File: src/riscv_memwb_consts.svh
// RV32 only; RV_ACKQ_DEPTH must be at least 2 and bounds the data-memory requests in flight
`ifndef RISCV_MEMWB_CONSTS_SVH
`define RISCV_MEMWB_CONSTS_SVH

////////////////////////////////////////
// Datapath
////////////////////////////////////////

// Data and address width
`define RV_XLEN 32

// Register-number width
`define RV_REG_BITS 5

////////////////////////////////////////
// Pipeline shape
////////////////////////////////////////

`define RV_MEM_STAGES 2  // Default memory stages between issue and write-back

// Ack queue entries, also the cap on outstanding requests
`define RV_ACKQ_DEPTH 4

`endif

File: src/riscv_memwb_pkg.sv
// Item fields take their widths from the constants header, opcode set limited to ALU, LW, LBU and SW
`include "riscv_memwb_consts.svh"

package riscv_memwb_pkg;

  ////////////////////////////////////////
  // Encodings
  ////////////////////////////////////////

  typedef enum logic [1:0] {
    OP_ALU = 2'b00,  // Register write of the ALU result
    OP_LW  = 2'b01,
    OP_LBU = 2'b10,  // Zero-extended byte load
    OP_SW  = 2'b11   // No register write
  } mem_op_e;

  // Data bus access size
  typedef enum logic [1:0] {
    BYTE  = 2'b00,
    HWORD = 2'b01,
    WORD  = 2'b10
  } biu_size_e;

  typedef enum logic [1:0] {
    EXC_NONE          = 2'b00,
    EXC_LD_MISALIGNED = 2'b01,
    EXC_ST_MISALIGNED = 2'b10
  } exc_cause_e;

  ////////////////////////////////////////
  // Pipeline item
  ////////////////////////////////////////

  typedef struct packed {
    logic                    bubble;  // Empty slot
    mem_op_e                 op;
    logic [`RV_REG_BITS-1:0] dst;
    logic [`RV_XLEN-1:0]     r;       // ALU result or memory address
    logic [`RV_XLEN-1:0]     d;       // Store data
    exc_cause_e              exc;
  } mem_item_t;

endpackage

File: src/riscv_lsu_issue.sv
// Word accesses must be 4-byte aligned and an item is taken only while ex_stall_o is low
`timescale 1ns/10ps
`include "riscv_memwb_consts.svh"

module riscv_lsu_issue
(
  input  logic                       clk_i,
  input  logic                       rst_i,
  input  logic                       ex_valid_i,
  input  riscv_memwb_pkg::mem_op_e   ex_op_i,
  input  logic [`RV_REG_BITS-1:0]    ex_dst_i,
  input  logic [`RV_XLEN-1:0]        ex_r_i,
  input  logic [`RV_XLEN-1:0]        ex_d_i,
  input  logic                       mem_stall_i,
  input  logic                       mem_retire_i,
  output logic                       ex_stall_o,
  output riscv_memwb_pkg::mem_item_t item_o,
  output logic                       dmem_req_o,
  output logic                       dmem_we_o,
  output logic [`RV_XLEN-1:0]        dmem_adr_o,
  output logic [`RV_XLEN-1:0]        dmem_d_o,
  output riscv_memwb_pkg::biu_size_e dmem_size_o
);
  import riscv_memwb_pkg::*;

  localparam int CNT_BITS = $clog2(`RV_ACKQ_DEPTH + 1);

  mem_item_t           item_q;
  exc_cause_e          exc;
  logic                misaligned;
  logic                hold;
  logic                accept;
  logic                issue_req;
  logic                req_q;
  logic [CNT_BITS-1:0] cnt_q;  // Requests in flight

  assign misaligned = |ex_r_i[1:0];

  always_comb
  begin
    case (ex_op_i)
      OP_LW:   exc = misaligned ? EXC_LD_MISALIGNED : EXC_NONE;
      OP_SW:   exc = misaligned ? EXC_ST_MISALIGNED : EXC_NONE;
      default: exc = EXC_NONE;  // LBU has no alignment rule
    endcase
  end

  ////////////////////////////////////////
  // Stall and accept
  ////////////////////////////////////////

  assign hold       = mem_stall_i & ~item_q.bubble;
  assign ex_stall_o = hold | (cnt_q == CNT_BITS'(`RV_ACKQ_DEPTH));
  assign accept     = ex_valid_i & ~ex_stall_o;
  assign issue_req  = accept & (ex_op_i != OP_ALU) & (exc == EXC_NONE);

  always_ff @(posedge clk_i)
  begin
    if (rst_i)
    begin
      item_q.bubble <= 1'b1;
      req_q         <= 1'b0;
    end
    else
    begin
      req_q <= issue_req;  // One-cycle pulse
      if (!hold)
      begin
        item_q <= '{bubble: ~accept, op: ex_op_i, dst: ex_dst_i,
                    r: ex_r_i, d: ex_d_i, exc: exc};
      end
    end
  end

  // Outstanding count, retire comes back from write-back
  always_ff @(posedge clk_i)
  begin
    if (rst_i)
      cnt_q <= '0;
    else
      cnt_q <= cnt_q + CNT_BITS'(issue_req) - CNT_BITS'(mem_retire_i);
  end

  assign item_o      = item_q;
  assign dmem_req_o  = req_q;
  assign dmem_adr_o  = item_q.r;
  assign dmem_d_o    = item_q.d;
  assign dmem_we_o   = (item_q.op == OP_SW);
  assign dmem_size_o = (item_q.op == OP_LBU) ? BYTE : WORD;

endmodule

File: src/riscv_mem_stage.sv
// Holds a valid item while stalled from below and lets a bubble be overwritten
`timescale 1ns/10ps

module riscv_mem_stage
(
  input  logic                       clk_i,
  input  logic                       rst_i,
  input  riscv_memwb_pkg::mem_item_t item_i,
  input  logic                       stall_i,   // From the next stage
  output riscv_memwb_pkg::mem_item_t item_o,
  output logic                       stall_o    // To the previous stage
);
  import riscv_memwb_pkg::*;

  mem_item_t item_q;

  // Only a real item blocks the stage above
  assign stall_o = stall_i & ~item_q.bubble;

  always_ff @(posedge clk_i)
  begin
    if (rst_i)
    begin
      item_q.bubble <= 1'b1;
    end
    else if (!stall_o)
    begin
      item_q <= item_i;
    end
  end

  assign item_o = item_q;

endmodule

File: src/riscv_wb.sv
// Acks must arrive in request order, one per request, and never more than RV_ACKQ_DEPTH ahead
`timescale 1ns/10ps
`include "riscv_memwb_consts.svh"

module riscv_wb
(
  input  logic                        clk_i,
  input  logic                        rst_i,
  input  riscv_memwb_pkg::mem_item_t  item_i,
  input  logic                        dmem_ack_i,
  input  logic [`RV_XLEN-1:0]         dmem_q_i,
  output logic                        stall_o,
  output logic                        mem_retire_o,
  output logic                        wb_valid_o,
  output logic                        wb_we_o,
  output logic [`RV_REG_BITS-1:0]     wb_dst_o,
  output logic [`RV_XLEN-1:0]         wb_r_o,
  output riscv_memwb_pkg::exc_cause_e wb_exc_o,
  output logic [`RV_XLEN-1:0]         wb_badaddr_o
);
  import riscv_memwb_pkg::*;

  localparam int DEPTH    = `RV_ACKQ_DEPTH;
  localparam int PTR_BITS = $clog2(DEPTH);
  localparam int CNT_BITS = $clog2(DEPTH + 1);

  logic [`RV_XLEN-1:0]  ackq [DEPTH];
  logic [PTR_BITS-1:0]  wr_ptr_q;
  logic [PTR_BITS-1:0]  rd_ptr_q;
  logic [CNT_BITS-1:0]  fill_q;
  logic [`RV_XLEN-1:0]  head;
  logic [7:0]           load_byte;
  logic [`RV_XLEN-1:0]  result;
  logic                 needs_ack;
  logic                 retire;
  logic                 pop;

  function automatic logic [PTR_BITS-1:0] next_ptr(input logic [PTR_BITS-1:0] p);
    return (p == PTR_BITS'(DEPTH - 1)) ? '0 : p + 1'b1;
  endfunction

  ////////////////////////////////////////
  // Retire control
  ////////////////////////////////////////

  // Clean loads and stores made a request and wait for its ack
  assign needs_ack    = ~item_i.bubble & (item_i.op != OP_ALU) & (item_i.exc == EXC_NONE);
  assign stall_o      = needs_ack & (fill_q == '0);
  assign retire       = ~item_i.bubble & ~stall_o;
  assign pop          = retire & needs_ack;
  assign mem_retire_o = pop;

  ////////////////////////////////////////
  // Ack queue
  ////////////////////////////////////////

  always_ff @(posedge clk_i)
  begin
    if (dmem_ack_i)
      ackq[wr_ptr_q] <= dmem_q_i;
  end

  always_ff @(posedge clk_i)
  begin
    if (rst_i)
    begin
      wr_ptr_q <= '0;
      rd_ptr_q <= '0;
      fill_q   <= '0;
    end
    else
    begin
      if (dmem_ack_i)
        wr_ptr_q <= next_ptr(wr_ptr_q);
      if (pop)
        rd_ptr_q <= next_ptr(rd_ptr_q);
      fill_q <= fill_q + CNT_BITS'(dmem_ack_i) - CNT_BITS'(pop);
    end
  end

  assign head      = ackq[rd_ptr_q];
  assign load_byte = head[{item_i.r[1:0], 3'b000} +: 8];  // Byte lane from address

  always_comb
  begin
    case (item_i.op)
      OP_LW:   result = head;
      OP_LBU:  result = {{(`RV_XLEN-8){1'b0}}, load_byte};
      default: result = item_i.r;
    endcase
  end

  ////////////////////////////////////////
  // Write-back register
  ////////////////////////////////////////

  always_ff @(posedge clk_i)
  begin
    if (rst_i)
    begin
      wb_valid_o <= 1'b0;
      wb_we_o    <= 1'b0;
      wb_exc_o   <= EXC_NONE;
    end
    else
    begin
      wb_valid_o <= retire;
      wb_we_o    <= retire & (item_i.op != OP_SW) & (item_i.exc == EXC_NONE);
      wb_exc_o   <= retire ? item_i.exc : EXC_NONE;
    end
  end

  always_ff @(posedge clk_i)
  begin
    if (retire)
    begin
      wb_dst_o     <= item_i.dst;
      wb_r_o       <= result;
      wb_badaddr_o <= (item_i.exc == EXC_NONE) ? '0 : item_i.r;  // Faulting address
    end
  end

endmodule

File: src/riscv_memwb.sv
// MEM_STAGES must be at least 1 and each dmem request gets exactly one in-order ack
`timescale 1ns/10ps
`include "riscv_memwb_consts.svh"

module riscv_memwb #(
  parameter int MEM_STAGES = `RV_MEM_STAGES
)
(
  input  logic                        clk_i,
  input  logic                        rst_i,

  // Execute side
  input  logic                        ex_valid_i,
  input  riscv_memwb_pkg::mem_op_e    ex_op_i,
  input  logic [`RV_REG_BITS-1:0]     ex_dst_i,
  input  logic [`RV_XLEN-1:0]         ex_r_i,
  input  logic [`RV_XLEN-1:0]         ex_d_i,
  output logic                        ex_stall_o,

  // Data memory bus
  output logic                        dmem_req_o,
  output logic                        dmem_we_o,
  output logic [`RV_XLEN-1:0]         dmem_adr_o,
  output logic [`RV_XLEN-1:0]         dmem_d_o,
  output riscv_memwb_pkg::biu_size_e  dmem_size_o,
  input  logic                        dmem_ack_i,
  input  logic [`RV_XLEN-1:0]         dmem_q_i,

  // Register file write and exception report
  output logic                        wb_valid_o,
  output logic                        wb_we_o,
  output logic [`RV_REG_BITS-1:0]     wb_dst_o,
  output logic [`RV_XLEN-1:0]         wb_r_o,
  output riscv_memwb_pkg::exc_cause_e wb_exc_o,
  output logic [`RV_XLEN-1:0]         wb_badaddr_o
);
  import riscv_memwb_pkg::*;

  mem_item_t pipe_item  [MEM_STAGES+1];  // Items travel down
  logic      pipe_stall [MEM_STAGES+1];  // Stalls travel up
  logic      mem_retire;

  riscv_lsu_issue issue0 (
    .clk_i        ( clk_i         ),
    .rst_i        ( rst_i         ),
    .ex_valid_i   ( ex_valid_i    ),
    .ex_op_i      ( ex_op_i       ),
    .ex_dst_i     ( ex_dst_i      ),
    .ex_r_i       ( ex_r_i        ),
    .ex_d_i       ( ex_d_i        ),
    .mem_stall_i  ( pipe_stall[0] ),
    .mem_retire_i ( mem_retire    ),
    .ex_stall_o   ( ex_stall_o    ),
    .item_o       ( pipe_item[0]  ),
    .dmem_req_o   ( dmem_req_o    ),
    .dmem_we_o    ( dmem_we_o     ),
    .dmem_adr_o   ( dmem_adr_o    ),
    .dmem_d_o     ( dmem_d_o      ),
    .dmem_size_o  ( dmem_size_o   ) );

  genvar n;
  generate
    for (n = 0; n < MEM_STAGES; n++)
    begin : g_mem
      riscv_mem_stage stage (
        .clk_i   ( clk_i           ),
        .rst_i   ( rst_i           ),
        .item_i  ( pipe_item [n]   ),
        .stall_i ( pipe_stall[n+1] ),
        .item_o  ( pipe_item [n+1] ),
        .stall_o ( pipe_stall[n]   ) );
    end
  endgenerate

  riscv_wb wb0 (
    .clk_i        ( clk_i                  ),
    .rst_i        ( rst_i                  ),
    .item_i       ( pipe_item [MEM_STAGES] ),
    .dmem_ack_i   ( dmem_ack_i             ),
    .dmem_q_i     ( dmem_q_i               ),
    .stall_o      ( pipe_stall[MEM_STAGES] ),
    .mem_retire_o ( mem_retire             ),
    .wb_valid_o   ( wb_valid_o             ),
    .wb_we_o      ( wb_we_o                ),
    .wb_dst_o     ( wb_dst_o               ),
    .wb_r_o       ( wb_r_o                 ),
    .wb_exc_o     ( wb_exc_o               ),
    .wb_badaddr_o ( wb_badaddr_o           ) );

endmodule

File: config.mk
export PLATFORM = sky130hd
export DESIGN_NAME = riscv_memwb
export DESIGN_NICKNAME = d
export VERILOG_FILES = /design/src/riscv_memwb_pkg.sv /design/src/riscv_lsu_issue.sv /design/src/riscv_mem_stage.sv /design/src/riscv_wb.sv /design/src/riscv_memwb.sv
export VERILOG_INCLUDE_DIRS = /design/src
export SDC_FILE = /design/constraint.sdc
export NUM_CORES = 1
export LEC_CHECK = 0
export BUFFER_PORTS_ARGS = -buffer_cell sky130_fd_sc_hd__buf_2
export CAP_MARGIN = 20
export CORE_ASPECT_RATIO = 1.25
export CORE_UTILIZATION = 55
export DETAILED_ROUTE_END_ITERATION = 16
export PLACE_DENSITY = 0.8
export SETUP_SLACK_MARGIN = 0.05
export SLEW_MARGIN = 20
export SYNTH_ARGS = -nofsm -noshare
export SYNTH_HDL_FRONTEND = slang
export SYNTH_SLANG_ARGS = --single-unit
File: constraint.sdc
create_clock -name clk_i -period 8.2 [get_ports clk_i]
set_input_delay 0.82 -clock clk_i [delete_from_list [all_inputs] [get_ports clk_i]]
set_output_delay 0.82 -clock clk_i [all_outputs]
set_load 0.03 [all_outputs]
==> flow_metrics.py, run 1 <==
metrics = {
    "synth": {
        "synth_top_family_by_area": "multiplexers",
        "synthMuxAreaShare_pct": 5.58,
        "post_synth.cell_area_avg_um2": 18.6,
        "synthSimpleGateAreaFrac_pct": 3.96,
        "ys_ff_latch": 372,
        "yosysUniqueCellTypes": 36,
        "synthAdderAreaFrac_pct": 1.49,
        "synth_compound_area_share_pct": 2.81,
        "synth_warnings": 0,
        "ys_seq_area_share_pct": 80.4,
        "synth-xor-area-share_pct": 0.257,
        "syn-instance-count": 733,
        "synth_area_mm2": 0.0136,
        "syn_nets": 855,
    },
    "floorplanning": {
        "num_rows": 64,
        "pin_count": 249,
        "dieArea_mm2": 0.0255,
        "dieWidth_um": 143,
        "die_h_um": 178,
        "initial_core_util_pct": 55.9,
        "fp.coreArea_mm2": 0.0244,
    },
    "clock_tree": {
        "cts_htree_levels": 2,
        "root_buffer": "clkbuf_16",
        "clock_latency_ns": 0.51,
        "clock_path_buffers": 3,
        "cts_sinks": 372,
        "cts_resized": 0,
        "holdBufCountCts": 0,
        "clk_pin_slew_ns": 0.06,
        "cts_buffers": 36,
        "post-cts-setup-buffer-count": 0,
        "cts_tree": "done",
    },
    "layout": {
        "areaGrowthSynthToFinish_pct": 16.8,
        "fin_cells": 1294,
        "multi_input_comb_area_mm2": 0.00197,
        "fillers": 1647,
        "finalCoreUtilization_pct": 65.3,
        "drive_gt1_share_pct": 36.4,
        "register_area_mm2": 0.0110,
        "nets": 1060,
    },
    "critical_path": {
        "crit_path_top_delay_cell": "edfxtp_1",
        "required_ns": 7.38,
        "cp_num_buf_inv": 2,
        "worstRegToRegCells": 12,
        "crit_fanout": 4,
        "crit_arrival_ns": 2.10,
        "cp-end-kind": "primary output",
        "r2r_end": "wb0.fill_q[2]$_SDFF_PP0_",
        "crit_chain": "inv_1 -> ha_1 -> nor4_1 -> nand3_1 -> nand2_1 -> buf_2",
        "cp.depth": 6,
        "critical-path-top-delay-family": "simple AND/OR/NAND/NOR gates",
        "cp_slowest_stage_delay_ns": 0.38,
        "crit_type": "reg -> out",
        "reg2reg_slack_ns": 5.46,
        "r2r_start": "g_mem[1].stage.item_o[71]$_DFFE_PP_",
        "start_kind": "register",
    },
    "detailed_routing": {
        "routed_via_density": 5.13,
        "routed_wl_mm": 25.6,
        "drt_iter0_drc": 474,
        "postRouteAntennaNets": 0,
        "drt-pass1-iter-count": 5,
        "avgRoutedWirePerCell_um": 19.8,
        "drc_errors": 0,
        "vias": 6638,
    },
    "sta": {
        "fin_crit_ns": 2.92,
        "rsz0062_at_grt": "false",
        "final.setup.tns_ns": 0,
        "fin_skew_ns": 0.0239,
        "worstMarginPinSlew_ns": 0.937,
        "timing.final.crit_share_pct": 35.6,
        "maxSlewViolCount": 0,
        "hold_viol_final": 0,
        "whs_ns": 0.413,
        "maxSlewHeadroom_pct": 37.6,
        "setup_viol": 0,
        "fmax_mhz": 343,
    },
    "pwr": {
        "combPwrFrac_pct": 6.9,
        "vdd_drop_max_mv": 0.214,
        "p_sw_mw": 0.882,
        "p_seq_share_pct": 54.3,
        "intPower_mw": 3.22,
        "power.density_mw_per_mm2": 257,
        "power_frac_clock_pct": 38.9,
        "leakagePower_nw": 5.92,
        "p_total_mw": 4.10,
        "switching_share_pct": 21.5,
    },
    "run_status": {
        "status": "finished, final reports clean",
    },
    "job": {
        "maxCapViolCount": 0,
    },
    "global_route": {
        "antenna_found_initial": 3,
        "grt_pass1_wl_mm": 37.4,
        "grt-ovfl-total": 0,
        "grt_pass1_vias": 6660,
        "grt_max_degree": 74,
        "grtUsageTotal_pct": 20.4,
    },
    "placement": {
        "hpwl_mm": 17.0,
        "place_congestion": 0.788,
        "dpl.cell_count": 1230,
        "io_buffers": 247,
    },
    "hold_path": {
        "holdPathStages": 0,
        "hold_start": "g_mem[1].stage.item_o[67]$_DFFE_PP_",
        "min_to": "wb0.wb_dst_o[1]$_DFFE_PP_",
        "hp-class": "reg -> reg",
    },
}
stage by stage:
step	setup WS (ns)	cell area [um^2]
2_1_floorplan	3.11	13600
3_3_place_gp	5.45	14800
3_5_place_dp	5.39	14800
4_1_cts	5.25	15900
5_1_grt	5.02	15900
6_report	5.28	15900
layout by cell type (no fill, tap or decap), drive strengths merged, types with 3 or more instances in the layout:
cell      n
ha       13
mux4     32
o21ai    32
clkbuf   44
edfxtp  352
nor2b    13
inv      39
and2      8
nand2    36
dfxtp    20
a22o     16
nor2     50
nor3      3
nor3b     3
xnor2     3
buf     255
mux2i     3
bufinv    3
a31oi     8
clkinv   12
power groups by stage:
stage / registers, mW / clock network (mW) / logic, mW
after CTS: 2.23 / 1.63 / 0.285
after floorplan: 2.28 / 0 / 0.192
after global routing: 2.24 / 1.69 / 0.305
after detailed placement: 2.27 / 0 / 0.283
after global placement: 2.26 / 0 / 0.276
final: 2.23 / 1.59 / 0.282
registers in the layout, indices dropped and copies added (netlist names), 3 cells and up, named ones only:
register / flops
wb0.ackq: 128
wb0.fill_q: 3
issue0.dmem_d_o: 32
issue0.cnt_q: 3
g_mem.stage.item_o: 84
wb0.wb_dst_o: 5
issue0.dmem_adr_o: 32
wb0.wb_badaddr_o: 32
issue0.item_o: 10
wb0.wb_r_o: 32
layer usage:
layer / track usage [%] / part of all wire [%] / vias to the layer above
met5: 0 / 0.051 / -
met4: 6.77 / 2.9 / 2
met3: 5.42 / 6.7 / 46
met2: 37.2 / 54 / 260
met1: 22.9 / 36 / 3239
li1: - / - / 3091
cells in the mapped netlist (all sizes together):
master	number	area share (%)
a21o	2	0.11
a21oi	2	0.073
a22o	16	1.0
a31oi	8	0.37
and2	8	0.37
and2b	1	0.055
and3b	2	0.13
buf	74	4.1
clkbuf	14	0.39
conb	1	0.027
dfxtp	20	2.9
edfxtp	352	77
fa	2	0.29
ha	13	1.2
inv	36	0.99
mux2	1	0.082
mux2i	3	0.22
mux4	32	5.3
nand2	36	0.99
nand2b	1	0.046
nand3	1	0.037
nand4	1	0.046
nor2	50	1.4
nor2b	13	0.60
nor3	3	0.11
nor3b	3	0.16
nor4	1	0.046
o21ai	32	1.2
o21bai	1	0.055
xnor2	3	0.19
xor2	1	0.064
cells by family after synthesis:
family,Yosys count
other cells,1
xor+xnor,4
buf+inv,124
simple gates,120
flops,372
mux,36
fa+ha+maj,15
compound gates,61
worst max-delay path by stage:
| stage | slack [ns] | to | from |
|---|---|---|---|
| floorplan | 3.11 | issue0.dmem_adr_o[0]$_DFFE_PP_ | rst_i |
| global placement | 5.45 | issue0.cnt_q[2]$_SDFF_PP0_ | ex_r_i[1] |
| detailed placement | 5.39 | issue0.cnt_q[2]$_SDFF_PP0_ | ex_r_i[1] |
| CTS | 5.25 | ex_stall_o | g_mem[1].stage.item_o[71]$_DFFE_PP_ |
| global route | 5.02 | ex_stall_o | g_mem[1].stage.item_o[71]$_DFFE_PP_ |
| finish | 5.28 | ex_stall_o | g_mem[1].stage.item_o[71]$_DFFE_PP_ |
cell type report:
| cell class | instances | share of cell area [%] |
|---|---|---|
| antenna | 2 | 0.0314 |
| clock buffer | 44 | 6.10 |
| clock inverter | 18 | 1.09 |
| inverter | 36 | 0.847 |
| multi-input combinational | 237 | 12.3 |
| sequential | 372 | 68.8 |
| tap | 330 | 2.59 |
| timing repair buffer | 255 | 8.21 |
Note: power is estimated with default switching activity, not from simulation.
==> run 2, diff against run 1 <==
ABC_AREA = 1   (was default)
CORE_UTILIZATION = 50   (was 55)
PLACE_DENSITY = 0.76   (was 0.8)
clock period = 2.5 ns   (was 8.2 ns; I/O delays follow)
==> run 2 against run 1 <==
Clock skew down 0.010 ns; register-to-register slack worse by 5.3 ns; combinational power rose to 3.8 times the previous value; sequential power rose to 3.2 times the previous value; synthesized area up 2.7%; via count up 29%; routed wire length up 21%; global-route usage up 1.4 points; first-iteration DRC count up 50%; critical path depth up 9; sequential share of layout area down 6.1 points; largest power group unchanged; highest routed layer is now met4.
==> flow_metrics.py, run 2 <==
metrics = {
    "sta": {
        "fmax_mhz": 430,
        "worstMarginPinSlew_ns": 0.882,
        "rsz0062_at_grt": "false",
        "setup_viol": 0,
        "timing.final.crit_share_pct": 93.0,
        "fin_crit_ns": 2.33,
        "hold_viol_final": 0,
        "final.setup.tns_ns": 0,
        "maxSlewHeadroom_pct": 41.1,
        "fin_skew_ns": 0.0139,
        "maxSlewViolCount": 0,
    },
    "critical_path": {
        "crit_type": "reg -> reg",
        "crit_fanout": 4,
        "crit_path_top_delay_cell": "fa_2",
        "start_kind": "register",
        "r2r_end": "issue0.cnt_q[1]$_SDFF_PP0_",
        "cp_num_buf_inv": 4,
        "cp-end-kind": "register",
        "cp_slowest_stage_delay_ns": 0.52,
        "r2r_start": "g_mem[1].stage.item_o[72]$_DFFE_PP_",
        "critical-path-top-delay-family": "adder cells",
        "crit_chain": "inv_2 -> ha_4 -> nor2_2 -> nand2_2 -> nor2_4 -> nand2_1 -> inv_2 -> nand2_4 -> nand4_1 -> ha_1 -> inv_1 -> ha_2 -> fa_2 -> inv_1 -> nor2_1",
        "reg2reg_slack_ns": 0.17,
        "worstRegToRegCells": 15,
        "required_ns": 2.94,
        "crit_arrival_ns": 2.77,
    },
    "synth": {
        "synth_area_mm2": 0.0140,
        "synth_warnings": 0,
        "post_synth.cell_area_avg_um2": 14.1,
        "synth_edf_count": 352,
        "ys_seq_area_share_pct": 78.3,
        "ys_top_cells_by_count": "352 x edfxtp_1, 233 x nand2_1, 88 x nand3_1",
        "synth.most_common_cell": "edfxtp_1",
        "yosysUniqueCellTypes": 30,
        "yosys.area.top_type": "edfxtp_1",
        "synth_top_flop_cell": "edfxtp_1",
        "syn_nets": 1113,
        "syn-instance-count": 991,
        "ys_ff_latch": 372,
        "synth-async-reset-ratio_pct": 0,
        "synth_top_area_share_pct": 75.4,
        "synth_top_cells_by_area": "edfxtp_1 75%, nand2_1 6.2%, buf_4 3.7%",
    },
    "floorplanning": {
        "fp.coreArea_mm2": 0.0276,
        "die_h_um": 189,
        "dieArea_mm2": 0.0287,
        "dieWidth_um": 152,
        "pin_count": 249,
        "initial_core_util_pct": 50.9,
        "num_rows": 68,
    },
    "detailed_routing": {
        "vias": 8545,
        "routed_via_density": 5.08,
        "drt-pass1-iter-count": 5,
        "drc_errors": 0,
        "drt_iter0_drc": 710,
        "routed_wl_mm": 31.1,
        "postRouteAntennaNets": 0,
        "avgRoutedWirePerCell_um": 18.5,
    },
    "global_route": {
        "grt_pass1_vias": 8422,
        "grt_pass1_wl_mm": 45.9,
        "grt_max_degree": 70,
        "antenna_found_initial": 2,
        "grtUsageTotal_pct": 21.8,
        "grt-ovfl-total": 0,
    },
    "clock_tree": {
        "cts_sinks": 372,
        "clk_pin_slew_ns": 0.06,
        "cts_tree": "done",
        "clock_latency_ns": 0.51,
        "clock_path_buffers": 3,
        "cts_htree_levels": 2,
        "root_buffer": "clkbuf_16",
        "cts_buffers": 36,
    },
    "layout": {
        "final_cell_area_mm2": 0.0175,
        "final_cell_mix": "352 x edfxtp_1, 247 x buf_2, 231 x nand2_1",
        "nets": 1425,
        "largest_register": "wb0.ackq",
        "layout_commonest_cell": "edfxtp_1",
        "largest_register_ffs": 128,
        "areaGrowthSynthToFinish_pct": 24.7,
        "drive_gt1_share_pct": 26.1,
    },
    "placement": {
        "place_congestion": 0.838,
        "placed_cell_area_mm2": 0.0152,
        "io_buffers": 247,
        "hpwl_mm": 19.4,
    },
    "hold_path": {
        "holdPathStages": 3,
        "hp-class": "in -> reg",
        "min_to": "issue0.dmem_req_o$_SDFF_PP0_",
        "hold_start": "ex_valid_i",
    },
    "pwr": {
        "power.density_mw_per_mm2": 774,
        "leakagePower_nw": 7.08,
        "vdd_drop_max_mv": 0.641,
    },
    "job": {
        "maxCapViolCount": 0,
    },
    "run_status": {
        "status": "finished, final reports clean",
    },
}
run 2: cell types whose count changed in the layout (fill, tap and decap cells not counted), moves of 8 or more:
cell,delta
a22o_1,-16
nor2b_1,-13
o21ai_1,-30
o22ai_1,+32
nand3_1,+87
nand2_1,+195
buf_4,+13
mux4_2,-32
dlygate4sd3_1,+103
inv_1,+31
a31oi_1,-8
run 2: logic make-up (layout without fill, tap and decap cells):
kind of cell	count (synthesis)	in the layout	share of synthesized area, %
buffers and inverters	175	515	7.02
and+or+nand+nor	380	380	11.1
xor gates and xnor gates	3	3	0.187
DFF	372	372	78.3
AOI/OAI and AO/OA	45	45	1.95
adders and majority gates	15	15	1.45
other	1	3	0.0268
run 2: worst register-to-register path, cell delays in order, from the launching register on:
cell and delay [ns]:
edfxtp_1 0.42, inv_2 0.11, ha_4 0.14, nor2_2 0.04
nand2_2 0.10, nor2_4 0.05, nand2_1 0.07, inv_2 0.05
nand2_4 0.06, nand4_1 0.11, ha_1 0.29, inv_1 0.04
ha_2 0.16, fa_2 0.52, inv_1 0.04, nor2_1 0.08
run 2: per-layer routing:
layer	GRT usage, %	routed length, um
met1	25.6	11200
met2	38.0	16300
met3	4.84	2330
met4	9.22	1220
met5	0	0
run 2: power breakdown:
part           leakage [nW]  switching, mW  internal, mW
Combinational          3.02          0.675         0.381
Clock                 0.567           2.20          3.03
Sequential             3.49          0.102          7.14
run 2: how the worst max path moves through the flow:
| stage | from | endpoint | slack, ns | cells after the start |
|---|---|---|---|---|
| after detailed placement | g_mem[1].stage.item_o[71]$_DFFE_PP_ | issue0.cnt_q[2]$_SDFF_PP0_ | 0.08 | 15 |
| after global routing | g_mem[1].stage.item_o[72]$_DFFE_PP_ | issue0.cnt_q[1]$_SDFF_PP0_ | 0.05 | 15 |
| after floorplan | g_mem[1].stage.item_o[72]$_DFFE_PP_ | issue0.dmem_adr_o[0]$_DFFE_PP_ | -0.16 | 10 |
| after global placement | g_mem[1].stage.item_o[72]$_DFFE_PP_ | issue0.cnt_q[2]$_SDFF_PP0_ | 0.13 | 15 |
| after CTS | g_mem[1].stage.item_o[72]$_DFFE_PP_ | issue0.cnt_q[2]$_SDFF_PP0_ | 0.05 | 15 |
| final | g_mem[1].stage.item_o[72]$_DFFE_PP_ | issue0.cnt_q[1]$_SDFF_PP0_ | 0.17 | 15 |
run 2: per-stage QoR:
stage	util, %	hold WS, ns	power, mW	setup slack (ns)	cells
2_1_floorplan	-	0.349	7.96	-0.159	991
3_3_place_gp	55.3	0.400	8.24	0.130	1508
3_5_place_dp	55.3	0.405	8.28	0.0762	1508
4_1_cts	63.2	0.0226	13.6	0.0520	1678
5_1_grt	63.4	0.0378	14.0	0.0454	1683
6_report	63.4	0.0290	13.5	0.174	1683
run 2: repair_timing:
| item | 4_1_cts | 5_1_grt |
|---|---|---|
| setup buffers | 1 | 3 |
| pin swaps | 0 | 4 |
| hold endpoints to repair | 199 | 0 |
| hold buffers | 103 | 0 |
| setup endpoints to repair | 1 | 3 |
| gates resized for setup | 0 | 9 |
run 2: cell type report:
cell class,instances,area (um^2)
clock buffers,46,991
multi-input cells,444,2130
flip-flops and latches,372,11000
clock inverters,20,164
diodes,2,5.00
well taps,350,438
repair buffers,374,2500
inverters,75,287
fillers,1972,10100
